### config.mk
export PLATFORM = sky130hd
export DESIGN_NAME = axi_bridge_top
export DESIGN_NICKNAME = d
export VERILOG_FILES = /design/src/hw/axi_bridge_pkg.sv /design/src/hw/sys_bus_if.sv /design/src/hw/ack_watchdog.sv /design/src/hw/reg_bank.sv /design/src/hw/axi_access_fsm.sv /design/src/hw/axi_bridge_top.sv
export SDC_FILE = /design/constraint.sdc
export NUM_CORES = 1
export LEC_CHECK = 0
export ABC_AREA = 1
export BUFFER_PORTS_ARGS = -buffer_cell sky130_fd_sc_hd__buf_4
export CORE_MARGIN = 5
export CORE_UTILIZATION = 56
export DETAILED_ROUTE_END_ITERATION = 7
export PLACE_DENSITY_LB_ADDON = 0.12
export SLEW_MARGIN = 20
export SYNTH_ARGS = -nofsm -noshare
export SYNTH_HDL_FRONTEND = slang
export SYNTH_HIERARCHICAL = 1
export SYNTH_SLANG_ARGS = --single-unit
### constraint.sdc
create_clock -name axi -period 3.65 [get_ports axi]
set_clock_uncertainty 0.05 [all_clocks]
set_input_delay 0.365 -clock axi [delete_from_list [all_inputs] [get_ports axi]]
set_output_delay 0.365 -clock axi [all_outputs]
set_load 0.03 [all_outputs]
### src/hw/axi_bridge_pkg.sv
//////////////////////////////////////////////////////////////////////
// shared widths, window map, response codes and watchdog limit
// FSM state type for the AXI access engine
//////////////////////////////////////////////////////////////////////

package axi_bridge_pkg;

   ///////////////////////////////////////////////////////////////////
   // bus and AXI field widths
   ///////////////////////////////////////////////////////////////////
   localparam int unsigned data_w = 32;
   localparam int unsigned addr_w = 32;
   localparam int unsigned id_w   = 4;
   localparam int unsigned len_w  = 8;   // AXI4 AxLEN
   localparam int unsigned size_w = 3;   // AxSIZE

   // response codes
   localparam logic [1:0] resp_okay   = 2'b00;
   localparam logic [1:0] resp_slverr = 2'b10;

   localparam logic [size_w-1:0] size_word = 3'd2;  // 4 bytes, the only legal size

   // watchdog
   localparam int unsigned timeout_cycles = 32;
   localparam int unsigned wd_cnt_w       = 6;

   ///////////////////////////////////////////////////////////////////
   // register map, three windows of 0x100 bytes
   ///////////////////////////////////////////////////////////////////
   localparam logic [addr_w-1:0] fast_base = 32'h0000_0000;
   localparam logic [addr_w-1:0] slow_base = 32'h0000_0100;
   localparam logic [addr_w-1:0] hole_base = 32'h0000_0200;  // unmapped from here up
   localparam int unsigned win_bytes  = 'h100;
   localparam int unsigned fast_words = 16;
   localparam int unsigned slow_words = 16;
   localparam int unsigned slow_delay = 6;   // strobe to ack, slow window
   localparam int unsigned slow_cnt_w = 3;

   // one access at a time, write first
   typedef enum logic [2:0] {
      st_idle,
      st_wr_data,
      st_wr_bus,
      st_rd_bus,
      st_wr_resp,
      st_rd_resp
   } access_state_t;

endpackage

### src/hw/sys_bus_if.sv
//////////////////////////////////////////////////////////////////////
// simple system bus, one-cycle strobes and one-cycle acknowledge
//////////////////////////////////////////////////////////////////////

`timescale 1ns/1ns

interface sys_bus_if
   import axi_bridge_pkg::*;
();

   logic [addr_w-1:0] addr;   // held for the whole access
   logic [data_w-1:0] wdata;
   logic              wen;    // write strobe, one cycle
   logic              ren;    // read strobe, one cycle
   logic [data_w-1:0] rdata;  // valid with ack
   logic              ack;

   // bridge side
   modport m (
      output addr, wdata, wen, ren,
      input  rdata, ack
   );

   // register block side
   modport s (
      input  addr, wdata, wen, ren,
      output rdata, ack
   );

endinterface

### src/hw/ack_watchdog.sv
//////////////////////////////////////////////////////////////////////
// acknowledge watchdog for a pending bus access
//////////////////////////////////////////////////////////////////////

`timescale 1ns/1ns

module ack_watchdog
   import axi_bridge_pkg::*;
(
   input  logic axi,
   input  logic rst_n,
   input  logic start,     // access accepted
   input  logic stop,      // ack or response seen
   output logic timeout    // one-cycle pulse
);

   logic [wd_cnt_w-1:0] cnt;   // zero means idle
   logic                limit;

   // last counting step before the limit
   assign limit = (cnt == wd_cnt_w'(timeout_cycles - 1));

   always_ff @(posedge axi or negedge rst_n) begin
      if (!rst_n) begin
         cnt     <= '0;
         timeout <= 1'b0;
      end else begin
         timeout <= 1'b0;
         if (start) begin
            cnt <= wd_cnt_w'(1);       // restart beats a stale count
         end else if (stop) begin
            cnt <= '0;
         end else if (limit) begin
            cnt     <= '0;             // self clear, FSM decides the rest
            timeout <= 1'b1;
         end else if (cnt != '0) begin
            cnt <= cnt + 1'b1;
         end
      end
   end

endmodule

### src/hw/reg_bank.sv
//////////////////////////////////////////////////////////////////////
// register block behind the system bus
// fast register file, slow scratch memory, unmapped hole
//////////////////////////////////////////////////////////////////////

`timescale 1ns/1ns

module reg_bank
   import axi_bridge_pkg::*;
(
   input  logic axi,
   input  logic rst_n,
   sys_bus_if.s bus
);

   logic [data_w-1:0] fast_regs [fast_words];
   logic [data_w-1:0] slow_mem  [slow_words];

   logic [$clog2(fast_words)-1:0] fast_idx;
   logic [$clog2(slow_words)-1:0] slow_idx;
   logic                          fast_hit;
   logic                          slow_hit;
   logic                          strobe;

   logic                  fast_ack;
   logic                  slow_ack;
   logic [slow_cnt_w-1:0] slow_cnt;   // zero when no slow access open
   logic [data_w-1:0]     rd_q;

   ///////////////////////////////////////////////////////////////////
   // address decode
   ///////////////////////////////////////////////////////////////////
   assign strobe   = bus.wen || bus.ren;
   assign fast_hit = (bus.addr < (fast_base + win_bytes));
   assign slow_hit = (bus.addr >= slow_base) && (bus.addr < hole_base);
   // anything from hole_base up is left alone, no ack ever

   // word index inside a window
   assign fast_idx = bus.addr[2 +: $clog2(fast_words)];
   assign slow_idx = bus.addr[2 +: $clog2(slow_words)];

   ///////////////////////////////////////////////////////////////////
   // fast window
   ///////////////////////////////////////////////////////////////////
   always_ff @(posedge axi or negedge rst_n) begin
      if (!rst_n) begin
         for (int i = 0; i < fast_words; i++)
            fast_regs[i] <= '0;
      end else if (bus.wen && fast_hit) begin
         fast_regs[fast_idx] <= bus.wdata;    // full word, no strobes
      end
   end

   always_ff @(posedge axi or negedge rst_n) begin
      if (!rst_n)
         fast_ack <= 1'b0;
      else
         fast_ack <= strobe && fast_hit;      // ack next cycle
   end

   ///////////////////////////////////////////////////////////////////
   // slow window
   ///////////////////////////////////////////////////////////////////
   always_ff @(posedge axi) begin
      if (bus.wen && slow_hit)
         slow_mem[slow_idx] <= bus.wdata;
   end

   // delay counter, ack lands slow_delay cycles after the strobe
   always_ff @(posedge axi or negedge rst_n) begin
      if (!rst_n) begin
         slow_cnt <= '0;
         slow_ack <= 1'b0;
      end else begin
         slow_ack <= 1'b0;
         if (strobe && slow_hit) begin
            slow_cnt <= slow_cnt_w'(slow_delay - 1);
         end else if (slow_cnt == slow_cnt_w'(1)) begin
            slow_cnt <= '0;
            slow_ack <= 1'b1;
         end else if (slow_cnt != '0) begin
            slow_cnt <= slow_cnt - 1'b1;
         end
      end
   end

   ///////////////////////////////////////////////////////////////////
   // read data, captured when the ack is raised
   ///////////////////////////////////////////////////////////////////
   always_ff @(posedge axi) begin
      if (bus.ren && fast_hit)
         rd_q <= fast_regs[fast_idx];
      else if (slow_cnt == slow_cnt_w'(1))
         rd_q <= slow_mem[slow_idx];          // address still held by bridge
   end

   assign bus.ack   = fast_ack || slow_ack;
   assign bus.rdata = rd_q;

endmodule

### src/hw/axi_access_fsm.sv
//////////////////////////////////////////////////////////////////////
// AXI4 slave channel FSM, single beat, write before read
// legality check, request latching, bus strobes, B and R responses
//////////////////////////////////////////////////////////////////////

`timescale 1ns/1ns

module axi_access_fsm
   import axi_bridge_pkg::*;
(
   input  logic              axi,
   input  logic              rst_n,
   // write address
   input  logic              awvalid,
   output logic              awready,
   input  logic [addr_w-1:0] awaddr,
   input  logic [id_w-1:0]   awid,
   input  logic [len_w-1:0]  awlen,
   input  logic [size_w-1:0] awsize,
   // write data
   input  logic              wvalid,
   output logic              wready,
   input  logic [data_w-1:0] wdata,
   // write response
   output logic              bvalid,
   input  logic              bready,
   output logic [id_w-1:0]   bid,
   output logic [1:0]        bresp,
   // read address
   input  logic              arvalid,
   output logic              arready,
   input  logic [addr_w-1:0] araddr,
   input  logic [id_w-1:0]   arid,
   input  logic [len_w-1:0]  arlen,
   input  logic [size_w-1:0] arsize,
   // read data
   output logic              rvalid,
   input  logic              rready,
   output logic [id_w-1:0]   rid,
   output logic [data_w-1:0] rdata,
   output logic [1:0]        rresp,
   output logic              rlast,
   // system bus and watchdog
   sys_bus_if.m              bus,
   output logic              wd_start,
   output logic              wd_stop,
   input  logic              wd_timeout
);

   access_state_t     state;
   logic [id_w-1:0]   acc_id;     // shared, only one access open
   logic [addr_w-1:0] acc_addr;
   logic [data_w-1:0] acc_wdata;
   logic              acc_err;    // write request was illegal
   logic              resp_err;   // selects SLVERR on B or R
   logic              ren_pend;   // delays ren by one cycle

   logic aw_hs, w_hs, ar_hs, b_hs, r_hs;
   logic aw_bad, ar_bad;
   logic on_bus, bus_done;

   ///////////////////////////////////////////////////////////////////
   // handshakes and legality
   ///////////////////////////////////////////////////////////////////
   assign awready = (state == st_idle);
   assign arready = (state == st_idle) && !awvalid;   // writes win
   assign wready  = (state == st_wr_data);

   assign aw_hs = awvalid && awready;
   assign ar_hs = arvalid && arready;
   assign w_hs  = wvalid && wready;
   assign b_hs  = bvalid && bready;
   assign r_hs  = rvalid && rready;

   // no bursts, word size only
   assign aw_bad = (awlen != '0) || (awsize != size_word);
   assign ar_bad = (arlen != '0) || (arsize != size_word);

   assign on_bus   = (state == st_wr_bus) || (state == st_rd_bus);
   assign bus_done = on_bus && (bus.ack || wd_timeout);  // ack wins a tie

   assign wd_start = aw_hs || ar_hs;
   assign wd_stop  = (on_bus && bus.ack) || b_hs || r_hs;

   ///////////////////////////////////////////////////////////////////
   // control and strobes
   ///////////////////////////////////////////////////////////////////
   always_ff @(posedge axi or negedge rst_n) begin
      if (!rst_n) begin
         state    <= st_idle;
         acc_err  <= 1'b0;
         resp_err <= 1'b0;
         ren_pend <= 1'b0;
         bvalid   <= 1'b0;
         rvalid   <= 1'b0;
         rlast    <= 1'b0;
         bus.wen  <= 1'b0;
         bus.ren  <= 1'b0;
      end else begin
         bus.wen  <= w_hs && !acc_err;       // same edge as data capture
         ren_pend <= ar_hs && !ar_bad;
         bus.ren  <= ren_pend;               // cycle after AR
         unique case (state)
            st_idle: begin
               if (aw_hs) begin
                  acc_err <= aw_bad;
                  state   <= st_wr_data;
               end else if (ar_hs && ar_bad) begin
                  resp_err <= 1'b1;          // refused, bus untouched
                  rvalid   <= 1'b1;
                  rlast    <= 1'b1;
                  state    <= st_rd_resp;
               end else if (ar_hs) begin
                  state <= st_rd_bus;
               end
            end
            st_wr_data: begin
               if (w_hs && acc_err) begin
                  resp_err <= 1'b1;
                  bvalid   <= 1'b1;
                  state    <= st_wr_resp;
               end else if (w_hs) begin
                  state <= st_wr_bus;
               end
            end
            st_wr_bus: begin
               if (bus_done) begin
                  resp_err <= !bus.ack;      // timeout
                  bvalid   <= 1'b1;
                  state    <= st_wr_resp;
               end
            end
            st_rd_bus: begin
               if (bus_done) begin
                  resp_err <= !bus.ack;
                  rvalid   <= 1'b1;
                  rlast    <= 1'b1;
                  state    <= st_rd_resp;
               end
            end
            st_wr_resp: begin
               if (bready) begin
                  bvalid <= 1'b0;
                  state  <= st_idle;
               end
            end
            st_rd_resp: begin
               if (rready) begin
                  rvalid <= 1'b0;
                  rlast  <= 1'b0;
                  state  <= st_idle;
               end
            end
            default: state <= st_idle;
         endcase
      end
   end

   ///////////////////////////////////////////////////////////////////
   // request and read data capture
   ///////////////////////////////////////////////////////////////////
   always_ff @(posedge axi) begin
      if (aw_hs) begin
         acc_id   <= awid;
         acc_addr <= awaddr;
      end else if (ar_hs) begin
         acc_id   <= arid;
         acc_addr <= araddr;
      end
      if (w_hs)
         acc_wdata <= wdata;
      if ((state == st_rd_bus) && bus.ack)
         rdata <= bus.rdata;
      else if ((ar_hs && ar_bad) || ((state == st_rd_bus) && wd_timeout))
         rdata <= '0;                        // zero on any read error
   end

   assign bid   = acc_id;
   assign rid   = acc_id;
   assign bresp = resp_err ? resp_slverr : resp_okay;
   assign rresp = resp_err ? resp_slverr : resp_okay;

   assign bus.addr  = acc_addr;
   assign bus.wdata = acc_wdata;

endmodule

### src/hw/axi_bridge_top.sv
//////////////////////////////////////////////////////////////////////
// AXI4 slave bridge top, FSM + watchdog + register block
//////////////////////////////////////////////////////////////////////

`timescale 1ns/1ns

module axi_bridge_top
   import axi_bridge_pkg::*;
(
   input  logic              axi,
   input  logic              rst_n,
   // AW
   input  logic              awvalid,
   output logic              awready,
   input  logic [addr_w-1:0] awaddr,
   input  logic [id_w-1:0]   awid,
   input  logic [len_w-1:0]  awlen,
   input  logic [size_w-1:0] awsize,
   // W
   input  logic              wvalid,
   output logic              wready,
   input  logic [data_w-1:0] wdata,
   // B
   output logic              bvalid,
   input  logic              bready,
   output logic [id_w-1:0]   bid,
   output logic [1:0]        bresp,
   // AR
   input  logic              arvalid,
   output logic              arready,
   input  logic [addr_w-1:0] araddr,
   input  logic [id_w-1:0]   arid,
   input  logic [len_w-1:0]  arlen,
   input  logic [size_w-1:0] arsize,
   // R
   output logic              rvalid,
   input  logic              rready,
   output logic [id_w-1:0]   rid,
   output logic [data_w-1:0] rdata,
   output logic [1:0]        rresp,
   output logic              rlast
);

   sys_bus_if bus_if ();

   logic wd_start;
   logic wd_stop;
   logic wd_timeout;

   axi_access_fsm u_fsm (
      .axi, .rst_n,
      .awvalid, .awready, .awaddr, .awid, .awlen, .awsize,
      .wvalid, .wready, .wdata,
      .bvalid, .bready, .bid, .bresp,
      .arvalid, .arready, .araddr, .arid, .arlen, .arsize,
      .rvalid, .rready, .rid, .rdata, .rresp, .rlast,
      .bus        (bus_if.m),
      .wd_start   (wd_start),
      .wd_stop    (wd_stop),
      .wd_timeout (wd_timeout)
   );

   // guards against the unmapped window
   ack_watchdog u_wd (
      .axi, .rst_n,
      .start   (wd_start),
      .stop    (wd_stop),
      .timeout (wd_timeout)
   );

   reg_bank u_regs (
      .axi, .rst_n,
      .bus (bus_if.s)
   );

endmodule

==> impl_metrics.ini <==
[finish]
diodes = 0
finish.utilization = 0.636
final_common_cell = nand2_1
fin_nets = 6646
fin_area_um2 = 62400
area_delta_synth_final_pct = 13.2
drive_above_1_share = 0.0935
final_cell_mix = 3901 x nand2_1, 640 x edfxtp_1, 533 x dfrtp_1

[routing]
ant_nets = 0
drt_pass1_iterations = 6
drc_errors = 0
dr_total_vias = 44396
drtIter0Drc = 4546
routed_via_density = 5.62
post_drt_wl_per_cell_um = 20.5
finalWirelength_um = 162000

[grt]
grt_pass1_wl_um = 248000
grt_pass1_vias = 42946
grt_overflow = 0
track_usage = 0.306
antenna_found_initial = 0
grt_max_degree = 160

[floorplan]
core_um2 = 98000
placementRows = 115
io_pins = 183
die_x_um = 324
dieArea_um2 = 105000
fp.dieH_um = 324
start_util = 0.562

[sta]
worstMarginPinSlew_ns = 1.22
period_minus_slack_ns = 3.17
rsz0062_at_grt = false
post-route-period-util = 0.869
setup_tns_ns = 0
setup-violations-final = 0
max-slew-margin-rel = 0.185
slew_violations = 0
whs_ns = 0.0952
hold_viol = 0
fmax_mhz = 315

[cts]
cts_resized = 0
cts_tree = built
clk_pin_slew_worst_paths_ns = 0.06
clk_latency_ns = 0.73
cts_buffers = 121
root_buffer = clkbuf_16
clockBufferDepth = 3
h-tree-depth = 3
cts_sinks = 1174

[logic_synthesis]
synthCells = 6436
ys_warn_count = 6
netlist_area_um2 = 55100
synth.avg_cell_area_um2 = 8.56

[pwr]
peakVddDrop_uv = 569
pwr_density_cell_nw_per_um2 = 573
finalPower_uw = 35700
p_int_uw = 24400
p_sw_uw = 11400
pwr-share-comb = 0.214
leakage_uw = 0.0307
pwr-share-seq = 0.423
switching_share = 0.319
clkPwrFrac = 0.364

[place]
dp_hpwl_um = 85200
io_buffers = 172
gp_congestion = 0.825
place_area_um2 = 57000

[setup_path]
r2r-end = u_regs/fast_regs[306]
path_class = reg2reg
r2r_cells = 7
crit_path_start_kind = flip-flop
cp.required_ns = 4.20
cp_max_fo = 33
r2r_slack_ns = 0.48
cp-end-kind = flip-flop
critPathArrivalTime_ns = 3.72
r2r_start = u_fsm/bus.addr[2]

[worst_hold_path]
hp-start = arvalid
min_to = u_fsm/state[2]
hold_path_class = in2reg
hold_depth = 6

[job]
cap_viol_max_count = 0

[outcome]
status = finished, final reports clean
-- area by class of cell --
class / count / area, um2
tap: 1287 / 1610
multi-input combinational: 4676 / 19500
clock inverter: 81 / 992
timing repair buffer: 448 / 4070
inverter: 87 / 358
clock buffer: 145 / 3210
sequential: 1174 / 32600
fill: 8095 / 35600
-- through the flow --
step                setup slack (ns)  cells
floorplan                     -0.215   6437
global route                   0.391   7898
finish                         0.480   7898
detailed placement             0.570   7562
CTS                            0.561   7893
global placement               0.611   7561
-- how the worst max path moves through the flow --
stage                                  start               endpoint  slack, ns
after detailed placement   u_fsm/bus.addr[2]  u_regs/fast_regs[288]       0.57
after CTS                  u_fsm/bus.addr[2]  u_regs/fast_regs[306]       0.56
final                      u_fsm/bus.addr[2]  u_regs/fast_regs[306]       0.48
after floorplan           u_fsm/bus.addr[21]  u_regs/slow_mem[2][0]      -0.21
after global placement     u_fsm/bus.addr[2]  u_regs/fast_regs[314]       0.61
after global routing       u_fsm/bus.addr[2]   u_regs/bus.rdata[25]       0.39
-- power by group through the flow --
stage | Sequential, uW | Clock [uW] | Combinational (uW)
after floorplan | 15700 | 0 | 4200
after global placement | 15400 | 0 | 7190
after detailed placement | 15400 | 0 | 7260
after CTS | 15200 | 13200 | 7480
after global routing | 15200 | 13800 | 8230
final | 15100 | 13000 | 7630
-- sequential cells by signal (all words and copies together), names as in the netlist --
register          count
u_regs/fast_regs    512
u_regs/slow_mem     512
u_fsm/bus.wdata      32
u_fsm/rdata          32
u_regs/bus.rdata     32
u_fsm/bus.addr       28
u_wd/cnt              6
u_fsm/bid             4
u_fsm/state           3
u_regs/slow_cnt       3
u_fsm/acc_err         1
u_fsm/bus.ren         1
u_fsm/bus.wen         1
u_fsm/bvalid          1
u_fsm/ren_pend        1
u_fsm/resp_err        1
u_fsm/rlast           1
u_regs/fast_ack       1
u_regs/slow_ack       1
u_wd/timeout          1
-- repair_timing --
| item | CTS | global route |
|---|---|---|
| hold buffers | 105 | 0 |
| setup endpoints to repair | 0 | 0 |
| buffers inserted | 0 | 0 |
| endpoints found under the hold margin | 144 | 0 |
-- worst max-delay path: stages (launching register included) --
cell      delay [ns]
edfxtp_1        0.59
buf_4           0.28
nor2_1          0.14
inv_2           0.06
nor2_4          0.91
nand3_4         0.67
nand2_1         0.23
nand2_1         0.07
-- routing by layer --
layer,GRT usage,share of wire,vias up,routed length (um)
li1,-,-,20925,-
met1,0.409,0.40,21124,65500
met2,0.500,0.47,1969,75500
met3,0.0567,0.084,378,13700
met4,0.127,0.046,0,7420
met5,0,0,-,0
(Power assumes the default switching activity.)
